## src/pet_defines.svh

```systemverilog
`ifndef PET_DEFINES_SVH
`define PET_DEFINES_SVH

// Bus cycle, counted in clk16 ticks
`define PET_CYCLE_LEN         16
`define PET_PHI2_START        4'd8      // CPU clock high from here to the end
`define PET_RAM_STROBE_START  4'd10     // RAM OE/WE window, inclusive
`define PET_RAM_STROBE_END    4'd14
`define PET_CAPTURE_CYCLE     4'd14     // MCU read data latched here

// Address map of the lower 64 KB bank
`define PET_RAM_TOP           16'h7FFF
`define PET_VRAM_START        16'h8000  // 4 KB window, mirrored onto 1 KB
`define PET_VRAM_END          16'h8FFF
`define PET_ROM1_START        16'h9000
`define PET_ROM1_END          16'hE7FF
`define PET_ROM2_START        16'hF000  // Runs to the top of the bank
`define PET_IO_START          16'hE800
`define PET_IO_END            16'hE8FF
`define PET_PIA1_BASE         16'hE810
`define PET_PIA2_BASE         16'hE820
`define PET_VIA_BASE          16'hE840
`define PET_IO_DEV_MASK       16'hFFF0  // Each I/O chip spans 16 bytes

`endif

```

## src/pet_bus_pkg.sv

```systemverilog
package pet_bus_pkg;

    typedef logic [16:0] bus_addr_t;    // A16 only reachable from the MCU
    typedef logic [7:0]  bus_data_t;
    typedef logic [3:0]  cycle_cnt_t;   // Position inside the 16-tick bus cycle

    // Access currently on the bus
    typedef struct packed {
        bus_addr_t addr;
        bus_data_t data;
        logic      rw_n;                // 0 = write, 1 = read
        logic      from_mcu;            // Set while the MCU owns the slot
    } bus_req_t;

    // Decoded strobes and selects, all active high
    typedef struct packed {
        logic       ram_ce;
        logic       ram_oe;
        logic       ram_we;
        logic       pia1_cs;
        logic       pia2_cs;
        logic       via_cs;
        logic       io_oe;
        logic [1:0] ram_addr_11_10;     // Forced low in the video window
    } chip_sel_t;

endpackage

```

## src/pet_ctrl_pkg.sv

```systemverilog
package pet_ctrl_pkg;

    import pet_bus_pkg::*;

    // One complete request from the MCU
    typedef struct packed {
        logic      write;
        bus_addr_t addr;
        bus_data_t data;                // Unused for reads
    } spi_cmd_t;

    // MCU access slot
    typedef enum logic [1:0] {
        ACC_IDLE,                       // Nothing queued
        ACC_PENDING,                    // Waiting for the next bus cycle start
        ACC_ACTIVE,                     // Own the bus, cycles 0 to 14
        ACC_DONE                        // Last cycle of the slot, ready raised
    } access_state_t;

    typedef logic [1:0] spi_byte_idx_t; // Command, addr hi, addr lo, data

endpackage

```

## src/address_decoder.sv

```systemverilog
`timescale 1ns/1ns
`include "pet_defines.svh"

module address_decoder import pet_bus_pkg::*; (
    input  bus_req_t  req_i,
    input  logic      phi2_i,
    input  logic      strobe_win_i,   // RAM OE/WE window inside phi2
    output chip_sel_t sel_o
);

    logic [15:0] a;
    logic        hi_bank;             // A16 set, plain RAM in the upper bank
    logic        is_ram;
    logic        is_vram;
    logic        is_rom;
    logic        is_io;
    logic        is_mem;
    logic        wr_ok;

    assign a       = req_i.addr[15:0];
    assign hi_bank = req_i.addr[16];

    assign is_ram  = hi_bank || (a <= `PET_RAM_TOP);
    assign is_vram = !hi_bank && (a >= `PET_VRAM_START) && (a <= `PET_VRAM_END);
    assign is_io   = !hi_bank && (a >= `PET_IO_START) && (a <= `PET_IO_END);
    assign is_rom  = !hi_bank && (((a >= `PET_ROM1_START) && (a <= `PET_ROM1_END))
                                  || (a >= `PET_ROM2_START));
    assign is_mem  = is_ram | is_vram | is_rom;   // Everything the RAM chip serves

    // ROM image lives in RAM, only the MCU may load it
    assign wr_ok = !is_rom || req_i.from_mcu;

    always_comb begin
        sel_o.ram_ce  = phi2_i && is_mem;
        sel_o.ram_oe  = phi2_i && strobe_win_i && is_mem && req_i.rw_n;
        sel_o.ram_we  = phi2_i && strobe_win_i && is_mem && !req_i.rw_n && wr_ok;

        // 16-byte windows in the I/O page
        sel_o.pia1_cs = phi2_i && is_io && ((a & `PET_IO_DEV_MASK) == `PET_PIA1_BASE);
        sel_o.pia2_cs = phi2_i && is_io && ((a & `PET_IO_DEV_MASK) == `PET_PIA2_BASE);
        sel_o.via_cs  = phi2_i && is_io && ((a & `PET_IO_DEV_MASK) == `PET_VIA_BASE);
        sel_o.io_oe   = phi2_i && is_io;

        // 1 KB of video RAM repeats four times across 8000-8FFF
        sel_o.ram_addr_11_10 = is_vram ? 2'b00 : a[11:10];
    end

endmodule

```

## src/bus_timing.sv

```systemverilog
`timescale 1ns/1ns
`include "pet_defines.svh"

module bus_timing import pet_bus_pkg::*, pet_ctrl_pkg::*; (
    input  logic       clk16_i,
    input  logic       rst_n_i,
    input  logic       cmd_valid_i,
    input  spi_cmd_t   cmd_i,
    input  bus_data_t  bus_data_i,
    output cycle_cnt_t cycle_o,
    output logic       phi2_o,
    output logic       strobe_win_o,
    output logic       mcu_slot_o,     // MCU owns the current bus cycle
    output logic       cpu_clk_o,
    output logic       cpu_be_o,
    output logic       cpu_ready_o,
    output logic       addr_oe_o,
    output logic       data_oe_o,
    output logic       spi_ready_o,
    output bus_data_t  rd_data_o,
    output logic       rd_valid_o,
    output bus_req_t   mcu_req_o
);

    cycle_cnt_t    cycle_q;
    access_state_t state_q;
    spi_cmd_t      cmd_q;              // Accepted request
    logic          spi_ready_q;
    logic          rd_valid_q;
    bus_data_t     rd_data_q;
    logic          last_cycle;
    logic          accept;
    logic          capture;

    assign last_cycle = (cycle_q == cycle_cnt_t'(`PET_CYCLE_LEN - 1));
    assign accept     = cmd_valid_i && (state_q == ACC_IDLE || state_q == ACC_DONE);
    assign capture    = (state_q == ACC_ACTIVE) && !cmd_q.write
                        && (cycle_q == `PET_CAPTURE_CYCLE);

    // Free-running bus cycle position
    always_ff @(posedge clk16_i) begin
        if (!rst_n_i)
            cycle_q <= '0;
        else if (last_cycle)
            cycle_q <= '0;
        else
            cycle_q <= cycle_q + 4'd1;
    end

    // MCU access slot
    always_ff @(posedge clk16_i) begin
        if (!rst_n_i) begin
            state_q     <= ACC_IDLE;
            spi_ready_q <= 1'b0;       // Stays low until the first access ends
            rd_valid_q  <= 1'b0;
        end else begin
            rd_valid_q <= capture;
            unique case (state_q)
                ACC_IDLE: begin
                    if (accept) begin
                        state_q     <= ACC_PENDING;
                        spi_ready_q <= 1'b0;
                    end
                end
                ACC_PENDING: if (last_cycle) state_q <= ACC_ACTIVE;  // Slot opens at cycle 0
                ACC_ACTIVE: begin
                    if (cycle_q == cycle_cnt_t'(`PET_CYCLE_LEN - 2)) begin
                        state_q     <= ACC_DONE;
                        spi_ready_q <= 1'b1;   // High from cycle 15
                    end
                end
                ACC_DONE: begin
                    state_q <= accept ? ACC_PENDING : ACC_IDLE;
                    if (accept)
                        spi_ready_q <= 1'b0;
                end
                default: state_q <= ACC_IDLE;
            endcase
        end
    end

    // Request and read data
    always_ff @(posedge clk16_i) begin
        if (accept)
            cmd_q <= cmd_i;
        if (capture)
            rd_data_q <= bus_data_i;
    end

    assign cycle_o      = cycle_q;
    assign phi2_o       = (cycle_q >= `PET_PHI2_START);
    assign strobe_win_o = (cycle_q >= `PET_RAM_STROBE_START) && (cycle_q <= `PET_RAM_STROBE_END);
    assign mcu_slot_o   = (state_q == ACC_ACTIVE) || (state_q == ACC_DONE);
    assign cpu_clk_o    = phi2_o;             // Low 0-7, high 8-15
    assign cpu_be_o     = !mcu_slot_o;        // CPU floats its bus for the slot
    assign cpu_ready_o  = !mcu_slot_o;        // and holds its state
    assign addr_oe_o    = mcu_slot_o;
    assign data_oe_o    = mcu_slot_o && cmd_q.write && phi2_o;
    assign spi_ready_o  = spi_ready_q;
    assign rd_data_o    = rd_data_q;
    assign rd_valid_o   = rd_valid_q;

    assign mcu_req_o = '{addr: cmd_q.addr, data: cmd_q.data,
                         rw_n: !cmd_q.write, from_mcu: 1'b1};

endmodule

```

## src/main.sv

```systemverilog
`timescale 1ns/1ns

module main import pet_bus_pkg::*, pet_ctrl_pkg::*; (
    input  logic        clk16_i,
    input  logic        rst_n_i,
    input  logic        spi_sck_i,
    input  logic        spi_cs_n_i,
    input  logic        spi_mosi_i,
    output logic        spi_miso_o,
    output logic        spi_miso_oe_o,
    input  logic [15:0] bus_addr_i,     // CPU drives A15-A0 only
    input  bus_data_t   bus_data_i,
    input  logic        bus_rw_n_i,
    output bus_addr_t   bus_addr_o,
    output logic        bus_addr_oe_o,
    output bus_data_t   bus_data_o,
    output logic        bus_data_oe_o,
    output logic        bus_rw_n_o,
    output logic        bus_rw_n_oe_o,
    output logic        cpu_clk_o,
    output logic        cpu_be_o,
    output logic        cpu_ready_o,
    output logic        spi_ready_o,
    output logic        ram_ce_o,
    output logic        ram_oe_o,
    output logic        ram_we_o,
    output logic [11:10] ram_addr_o,
    output logic        pia1_cs_o,
    output logic        pia2_cs_o,
    output logic        via_cs_o,
    output logic        io_oe_o
);

    cycle_cnt_t cycle;                  // Bus cycle position, for observation
    logic       phi2;
    logic       strobe_win;
    logic       mcu_slot;
    logic       addr_oe;
    logic       data_oe;
    logic       cmd_valid;
    logic       rd_valid;
    spi_cmd_t   cmd;
    bus_data_t  rd_data;
    bus_req_t   mcu_req;
    bus_req_t   cpu_req;
    bus_req_t   req;                    // Whoever owns this bus cycle
    chip_sel_t  sel;

    spi_cmd_receiver spi_rx (
        .clk16_i, .rst_n_i, .spi_sck_i, .spi_cs_n_i, .spi_mosi_i,
        .rd_data_i(rd_data), .rd_valid_i(rd_valid),
        .spi_miso_o, .spi_miso_oe_o,
        .cmd_valid_o(cmd_valid), .cmd_o(cmd)
    );

    bus_timing timing (
        .clk16_i, .rst_n_i,
        .cmd_valid_i(cmd_valid), .cmd_i(cmd), .bus_data_i,
        .cycle_o(cycle), .phi2_o(phi2), .strobe_win_o(strobe_win), .mcu_slot_o(mcu_slot),
        .cpu_clk_o, .cpu_be_o, .cpu_ready_o,
        .addr_oe_o(addr_oe), .data_oe_o(data_oe), .spi_ready_o,
        .rd_data_o(rd_data), .rd_valid_o(rd_valid), .mcu_req_o(mcu_req)
    );

    assign cpu_req = '{addr: {1'b0, bus_addr_i}, data: bus_data_i,
                       rw_n: bus_rw_n_i, from_mcu: 1'b0};
    assign req     = mcu_slot ? mcu_req : cpu_req;

    address_decoder decode (
        .req_i(req), .phi2_i(phi2), .strobe_win_i(strobe_win), .sel_o(sel)
    );

    // Bus drivers, enabled only during an MCU slot
    assign bus_addr_o    = req.addr;    // A16 low for the CPU
    assign bus_addr_oe_o = addr_oe;
    assign bus_data_o    = req.data;
    assign bus_data_oe_o = data_oe;
    assign bus_rw_n_o    = req.rw_n;
    assign bus_rw_n_oe_o = addr_oe;

    assign ram_ce_o   = sel.ram_ce;
    assign ram_oe_o   = sel.ram_oe;
    assign ram_we_o   = sel.ram_we;
    assign ram_addr_o = sel.ram_addr_11_10;
    assign pia1_cs_o  = sel.pia1_cs;
    assign pia2_cs_o  = sel.pia2_cs;
    assign via_cs_o   = sel.via_cs;
    assign io_oe_o    = sel.io_oe;

endmodule

```

## src/spi_cmd_receiver.sv

```systemverilog
`timescale 1ns/1ns

module spi_cmd_receiver import pet_bus_pkg::*, pet_ctrl_pkg::*; (
    input  logic      clk16_i,
    input  logic      rst_n_i,
    input  logic      spi_sck_i,
    input  logic      spi_cs_n_i,
    input  logic      spi_mosi_i,
    input  bus_data_t rd_data_i,        // Byte read by the last MCU access
    input  logic      rd_valid_i,
    output logic      spi_miso_o,
    output logic      spi_miso_oe_o,
    output logic      cmd_valid_o,      // One-tick strobe, no back-pressure
    output spi_cmd_t  cmd_o
);

    logic [2:0]    sck_q;               // Two sync stages plus edge history
    logic [2:0]    cs_q;
    logic [1:0]    mosi_q;
    logic          sck_rise;
    logic          sck_fall;
    logic          cs_rise;
    logic          cs_low;
    logic          byte_done;
    logic [7:0]    rx_byte;
    logic [2:0]    bit_cnt_q;
    spi_byte_idx_t byte_idx_q;
    logic [6:0]    shift_q;
    logic          complete_q;          // Enough bytes for the command type
    logic          cmd_valid_q;
    spi_cmd_t      cmd_q;
    bus_data_t     rd_q;
    bus_data_t     miso_sr_q;

    assign sck_rise  = sck_q[1] & ~sck_q[2];
    assign sck_fall  = ~sck_q[1] & sck_q[2];
    assign cs_rise   = cs_q[1] & ~cs_q[2];  // End of transaction
    assign cs_low    = ~cs_q[1];
    assign byte_done = cs_low & sck_rise & (bit_cnt_q == 3'd7);
    assign rx_byte   = {shift_q, mosi_q[1]};   // Last bit joins on its own edge

    // Pin synchronizers
    always_ff @(posedge clk16_i) begin
        if (!rst_n_i) begin
            sck_q  <= '0;
            cs_q   <= '1;               // Deselected
            mosi_q <= '0;
        end else begin
            sck_q  <= {sck_q[1:0], spi_sck_i};
            cs_q   <= {cs_q[1:0], spi_cs_n_i};
            mosi_q <= {mosi_q[0], spi_mosi_i};
        end
    end

    // Bit and byte framing, cleared while deselected
    always_ff @(posedge clk16_i) begin
        if (!rst_n_i || !cs_low) begin
            bit_cnt_q  <= '0;
            byte_idx_q <= '0;
            complete_q <= 1'b0;
        end else if (sck_rise) begin
            bit_cnt_q <= bit_cnt_q + 3'd1;
            if (bit_cnt_q == 3'd7) begin
                if (byte_idx_q != 2'd3)
                    byte_idx_q <= byte_idx_q + 2'd1;  // Extra bytes pile up on the last
                if (byte_idx_q == 2'd3 || (byte_idx_q == 2'd2 && !cmd_q.write))
                    complete_q <= 1'b1;
            end
        end
    end

    // Strobe lands two ticks after the synchronized CS_N edge
    always_ff @(posedge clk16_i) begin
        if (!rst_n_i)
            cmd_valid_q <= 1'b0;
        else
            cmd_valid_q <= cs_rise & complete_q;  // Short transactions drop here
    end

    // Command assembly, MSB first
    always_ff @(posedge clk16_i) begin
        if (cs_low && sck_rise)
            shift_q <= {shift_q[5:0], mosi_q[1]};
        if (byte_done) begin
            case (byte_idx_q)
                2'd0: begin
                    cmd_q.write    <= rx_byte[7];
                    cmd_q.addr[16] <= rx_byte[0];
                end
                2'd1: cmd_q.addr[15:8] <= rx_byte;
                2'd2: cmd_q.addr[7:0]  <= rx_byte;
                default: if (!complete_q) cmd_q.data <= rx_byte;  // Only the first data byte
            endcase
        end
    end

    // Read data goes back during the first byte of the next transaction
    always_ff @(posedge clk16_i) begin
        if (rd_valid_i)
            rd_q <= rd_data_i;
        if (!cs_low)
            miso_sr_q <= rd_q;          // MSB already on MISO when CS_N falls
        else if (sck_fall)
            miso_sr_q <= {miso_sr_q[6:0], 1'b0};  // Mode 0, change on falling SCK
    end

    assign spi_miso_o    = miso_sr_q[7];
    assign spi_miso_oe_o = cs_low;
    assign cmd_valid_o   = cmd_valid_q;
    assign cmd_o         = cmd_q;

endmodule

```

## src/top.sv

```systemverilog
`timescale 1ns/1ns

module top (
    input  logic         clk16_i,           // 16 MHz from the PLL
    input  logic         rst_n_i,

    // SPI to the MCU
    input  logic         spi1_sck_i,
    input  logic         spi1_cs_ni,
    input  logic         spi1_mcu_tx_i,     // MOSI
    output logic         spi1_mcu_rx_o,     // MISO
    output logic         spi1_mcu_rx_oe_o,  // Driven only while selected
    output logic         spi_ready_no,      // Low when the last command is done

    // System bus
    input  logic [15:0]  bus_addr_15_0_i,
    output logic [15:0]  bus_addr_15_0_o,
    output logic [15:0]  bus_addr_15_0_oe_o,
    output logic         bus_addr_16_o,     // Output only, the CPU has no A16
    input  logic [7:0]   bus_data_7_0_i,
    output logic [7:0]   bus_data_7_0_o,
    output logic [7:0]   bus_data_7_0_oe_o,
    input  logic         bus_rw_ni,         // 0 = write
    output logic         bus_rw_no,
    output logic         bus_rw_oe_o,

    // CPU
    output logic         cpu_clk_o,
    input  logic         cpu_res_ni,        // Open drain, wired-or
    output logic         cpu_res_no,
    output logic         cpu_res_oe_o,
    output logic         cpu_ready_o,       // 0 = halt
    output logic         cpu_irq_no,
    output logic         cpu_irq_oe_o,
    output logic         cpu_nmi_no,
    output logic         cpu_nmi_oe_o,
    output logic         cpu_be_o,          // 0 = CPU bus floats

    // RAM
    output logic         ram_ce_no,
    output logic         ram_oe_no,
    output logic         ram_we_no,
    output logic [11:10] ram_addr_o,        // Intercepted for video mirroring

    // I/O
    output logic         pia1_cs2_no,
    output logic         pia2_cs2_no,
    output logic         via_cs2_no,
    output logic         io_oe_no
);

    logic bus_addr_oe;
    logic bus_data_oe;
    logic cpu_res_o;
    logic core_rst_n;
    logic spi_ready_o;
    logic ram_ce_o, ram_oe_o, ram_we_o;
    logic pia1_cs_o, pia2_cs_o, via_cs_o, io_oe_o;

    assign bus_addr_15_0_oe_o = {16{bus_addr_oe}};  // One enable per pin
    assign bus_data_7_0_oe_o  = {8{bus_data_oe}};

    // Hold the CPU in reset with the core, and follow an external RES too
    assign cpu_res_o    = !rst_n_i;
    assign cpu_res_no   = !cpu_res_o;
    assign cpu_res_oe_o = cpu_res_o;                // Drive the wired-or only when asserting
    assign core_rst_n   = rst_n_i && cpu_res_ni;

    // IRQ and NMI never asserted
    assign cpu_irq_no   = 1'b1;
    assign cpu_irq_oe_o = 1'b0;
    assign cpu_nmi_no   = 1'b1;
    assign cpu_nmi_oe_o = 1'b0;

    assign spi_ready_no = !spi_ready_o;
    assign ram_ce_no    = !ram_ce_o;
    assign ram_oe_no    = !ram_oe_o;
    assign ram_we_no    = !ram_we_o;
    assign pia1_cs2_no  = !pia1_cs_o;
    assign pia2_cs2_no  = !pia2_cs_o;
    assign via_cs2_no   = !via_cs_o;
    assign io_oe_no     = !io_oe_o;

    main core (
        .clk16_i, .rst_n_i(core_rst_n),
        .spi_sck_i(spi1_sck_i), .spi_cs_n_i(spi1_cs_ni), .spi_mosi_i(spi1_mcu_tx_i),
        .spi_miso_o(spi1_mcu_rx_o), .spi_miso_oe_o(spi1_mcu_rx_oe_o),
        .bus_addr_i(bus_addr_15_0_i), .bus_data_i(bus_data_7_0_i), .bus_rw_n_i(bus_rw_ni),
        .bus_addr_o({bus_addr_16_o, bus_addr_15_0_o}), .bus_addr_oe_o(bus_addr_oe),
        .bus_data_o(bus_data_7_0_o), .bus_data_oe_o(bus_data_oe),
        .bus_rw_n_o(bus_rw_no), .bus_rw_n_oe_o(bus_rw_oe_o),
        .cpu_clk_o, .cpu_be_o, .cpu_ready_o, .spi_ready_o,
        .ram_ce_o, .ram_oe_o, .ram_we_o, .ram_addr_o,
        .pia1_cs_o, .pia2_cs_o, .via_cs_o, .io_oe_o
    );

endmodule

```

## config.mk

```make
export PLATFORM = sky130hd
export DESIGN_NAME = top
export DESIGN_NICKNAME = d
export VERILOG_FILES = /design/src/pet_bus_pkg.sv /design/src/pet_ctrl_pkg.sv /design/src/address_decoder.sv /design/src/bus_timing.sv /design/src/main.sv /design/src/spi_cmd_receiver.sv /design/src/top.sv
export VERILOG_INCLUDE_DIRS = /design/src
export SDC_FILE = /design/constraint.sdc
export NUM_CORES = 1
export LEC_CHECK = 0
export ABC_CLOCK_PERIOD_IN_PS = 4960
export BUFFER_PORTS_ARGS = -buffer_cell sky130_fd_sc_hd__buf_2
export CAP_MARGIN = 10
export CORE_MARGIN = 4
export CORE_UTILIZATION = 59
export DETAILED_ROUTE_END_ITERATION = 8
export GPL_ROUTABILITY_DRIVEN = 0
export PLACE_DENSITY = 0.89
export SETUP_SLACK_MARGIN = 0.15
export SYNTH_ARGS = -nofsm -noshare
export SYNTH_HDL_FRONTEND = slang
export SYNTH_HIERARCHICAL = 1
export SYNTH_SLANG_ARGS = --single-unit
```

## constraint.sdc

```tcl
create_clock -name clk16_i -period 4.96 [get_ports clk16_i]
set_input_delay 0.248 -clock clk16_i [delete_from_list [all_inputs] [get_ports clk16_i]]
set_output_delay 0.248 -clock clk16_i [all_outputs]
set_load 0.05 [all_outputs]
```

==> out/results.tsv <==
metric	value	unit
hpwlAfterDp	6.03	mm
synthToLayoutAreaGrowth	2.45	%
drt-initial-drc-count	144	
rows	33	
power_switching_share	0.241	
grt_first_pass_wirelength	12.5	mm
status	finished, final reports clean	
filler_cell_count	541	
die-width	99.6	um
p_switching	372	uW
io_buffers	98	
cts.sinks	106	
timing.critical_path.fanout_max	45	
finalHoldWorstSlack	0.0553	ns
r2r_slack	2.55	ns
max_slew_margin	0.201	
r2r-start	core/timing/state_q[1]	
antenna_violations_before_repair	0	
synthesis.area_per_instance	13.9	um2
drt_wl_total	8.02	mm
num-nets-final	423	
netlist_top_cells_area	sky130_fd_sc_hd__edfxtp_1 (50%), sky130_fd_sc_hd__buf_4 (13%), sky130_fd_sc_hd__dfxtp_1 (9.3%), sky130_fd_sc_hd__mux2_4 (5.5%), sky130_fd_sc_hd__ha_1 (3.3%)	
post_cts_resized	0	
critPathCaptureType	output pin	
num_vias	2467	
floorplan.core_area	8180	um2
remaining_drc_errors	0	
postSynthCellCount	357	
power.share.sequential	0.615	
ys_dominant_reg_cell	sky130_fd_sc_hd__edfxtp_1	
yosys_warnings	6	
clock_power_share	0.313	
crit-reg2reg-capture	core/timing/state_q[0]	
clk-insertion-delay-late	0.37	ns
grt_util_all_layers	0.167	
worst-endpoint-required	4.71	ns
grt_setup_unrepaired	false	
chipHeight	99.6	um
grt_pass1_vias	2388	
finalHoldViolations	0	
worstPathArrival	3.27	ns
synthDominantCellAreaShare	0.503	
post-route-min-period	3.52	ns
internal_power	1.17	mW
detail_route.wl_per_cell	16.4	um
utilization	0.621	
post_route_skew	0.0109	ns
max-clock-path-buffers	2	
timing.final.setup_violations	0	
max_freq	0.284	GHz
power.static_leakage	2.16	nW
num_antenna_cells	0	
synth_enable_flop_cells	83	
antenna_violating_nets_post_route	0	
vdd_drop_max	0.135	mV
timing.hold.worst_endpoint	core/spi_rx/cs_q[0]	
initial_utilization	0.606	
post_synth_num_cell_types	52	
crit_path_start_kind	register	
synth.ff_latch_count	106	
final-max-slew-violation-count	0	
post-route-period-util	0.709	
proportion_of_synthesized_flip_flops_having_asynchronous_set_or_reset	0	
floorplan.die_area	9930	um2
drv.max_cap_violation_count	0	
postLayoutSetupSlackWorst	1.44	ns
power.combinational.fraction	0.072	
cts_htree_levels	3	
cts-hold-fix-buffers	0	
synth_common_cells	sky130_fd_sc_hd__buf_4 (84), sky130_fd_sc_hd__edfxtp_1 (83), sky130_fd_sc_hd__dfxtp_1 (23)	
final_layout_size_suffix_gt1_frac	0.424	
dp_slack	1.86	ns
ff2ff_path_depth	6	
postCtsSetupBuffers	0	
cts_tree	yes	
synth_top_cell_by_area	sky130_fd_sc_hd__edfxtp_1	
clkTransAtPathRegs	0.10	ns
cts_made_buffers	9	
clk_root_buffer_cell	sky130_fd_sc_hd__clkbuf_8	
multiInputGateArea	1230	um2
synth.most_common_cell	sky130_fd_sc_hd__buf_4	
min_from	spi1_cs_ni	
post_drt_via_cell_ratio	5.04	
drtPass1Iterations	4	
gr_ovfl_total	0	
maximum_number_of_pins_on_one_net_before_global_route_repair	46	
tightestPinTransition	1.19	ns
synth.yosys.seq_area_share	0.596	
min_delay_path_depth	2	
boundaryPins	103	
sequential_cell_area	2950	um2
syn_area	4950	um2
hold_class	primary input to register	
setup_total_negative_slack	0	ns
worst-setup-path-type	register to output pin	
pwr_density_cell	304	nW/um2
placed cells by master (no fill, tap or decap), drive strengths merged, types with 2 or more instances in the layout:
cell       n
and3       5
and4bb     3
buf       99
inv       26
dfxtp     23
clkinvlp   2
nand3      5
nor3       6
o21a       2
conb       5
and2      16
ha        13
edfxtp    83
xnor2      3
mux2      32
nor2      13
nor2b      3
mux2i      3
a21oi      3
nor4       2
nand2      7
clkbuf     9
nand2b     4
sequential cells by signal, indices dropped and copies added (netlist names):
register,flops
core/spi_rx/bit_cnt_q,3
core/spi_rx/byte_idx_q,2
core/spi_rx/cmd_o,26
core/spi_rx/cmd_valid_o,1
core/spi_rx/complete_q,1
core/spi_rx/cs_q,3
core/spi_rx/miso_sr_q,8
core/spi_rx/mosi_q,2
core/spi_rx/rd_q,8
core/spi_rx/sck_q,3
core/spi_rx/shift_q,7
core/timing/cmd_q,1
core/timing/cycle_o,4
core/timing/mcu_req_o,25
core/timing/rd_data_o,8
core/timing/rd_valid_o,1
core/timing/spi_ready_o,1
core/timing/state_q,2
worst max path at each step:
stage	start	end	slack (ns)	depth (start not counted)
after floorplan	core/timing/state_q[0]	ram_oe_no	2.04	11
after global placement	core/timing/state_q[0]	pia2_cs2_no	2.03	9
after detailed placement	core/timing/state_q[0]	ram_we_no	1.86	9
after CTS	core/timing/state_q[0]	ram_we_no	1.43	9
after global routing	core/timing/state_q[0]	ram_oe_no	1.23	9
final	core/timing/state_q[0]	ram_we_no	1.44	9
stage by stage:
step | power [mW] | instance area [um2] | std cells
after floorplan | 1.07 | 4960 | 359
after global placement | 1.08 | 4890 | 473
after detailed placement | 1.08 | 4890 | 473
after CTS | 1.56 | 5070 | 489
after global routing | 1.61 | 5070 | 489
final | 1.54 | 5070 | 489
final cells by class:
type,count,share of cell area
well taps,105,0.0259
clock buffers,9,0.0244
multi-input cells,141,0.242
inverters,22,0.0163
clock inverters,7,0.0113
flip-flops and latches,106,0.582
repair buffers,99,0.0981
per-layer routing:
| layer | up-vias | GRT usage | routed length [um] |
|---|---|---|---|
| met5 | - | 0 | 0 |
| met4 | 0 | 0.0767 | 136 |
| met3 | 11 | 0.0456 | 451 |
| met2 | 78 | 0.274 | 4170 |
| met1 | 1185 | 0.205 | 3260 |
| li1 | 1193 | - | - |
worst max-delay path, stage by stage, from the launching register on:
cell	delay, ns
sky130_fd_sc_hd__dfxtp_1	0.37
sky130_fd_sc_hd__inv_1	0.14
sky130_fd_sc_hd__ha_1	0.22
sky130_fd_sc_hd__or2_2	0.81
sky130_fd_sc_hd__mux2_4	0.32
sky130_fd_sc_hd__or3b_1	0.36
sky130_fd_sc_hd__a211oi_1	0.24
sky130_fd_sc_hd__nor4b_1	0.08
sky130_fd_sc_hd__inv_1	0.07
sky130_fd_sc_hd__buf_2	0.26
logic make-up after synthesis:
logic type | share of synthesized area
flops | 0.596
simple gates | 0.0947
buf+inv | 0.157
mux | 0.0924
compound gates | 0.0189
fa+ha+maj | 0.0328
xor+xnor | 0.00531
other cells | 0.00227
power by group through the flow:
stage                     registers (mW)  logic [mW]  clock network, mW
after global placement             0.971       0.109                  0
after detailed placement           0.971       0.111                  0
after global routing               0.951       0.117              0.539
final                              0.951       0.111              0.483
after floorplan                    0.970      0.0986                  0
after CTS                          0.951       0.112              0.498
No activity file was read; power rests on OpenSTA's default activity.
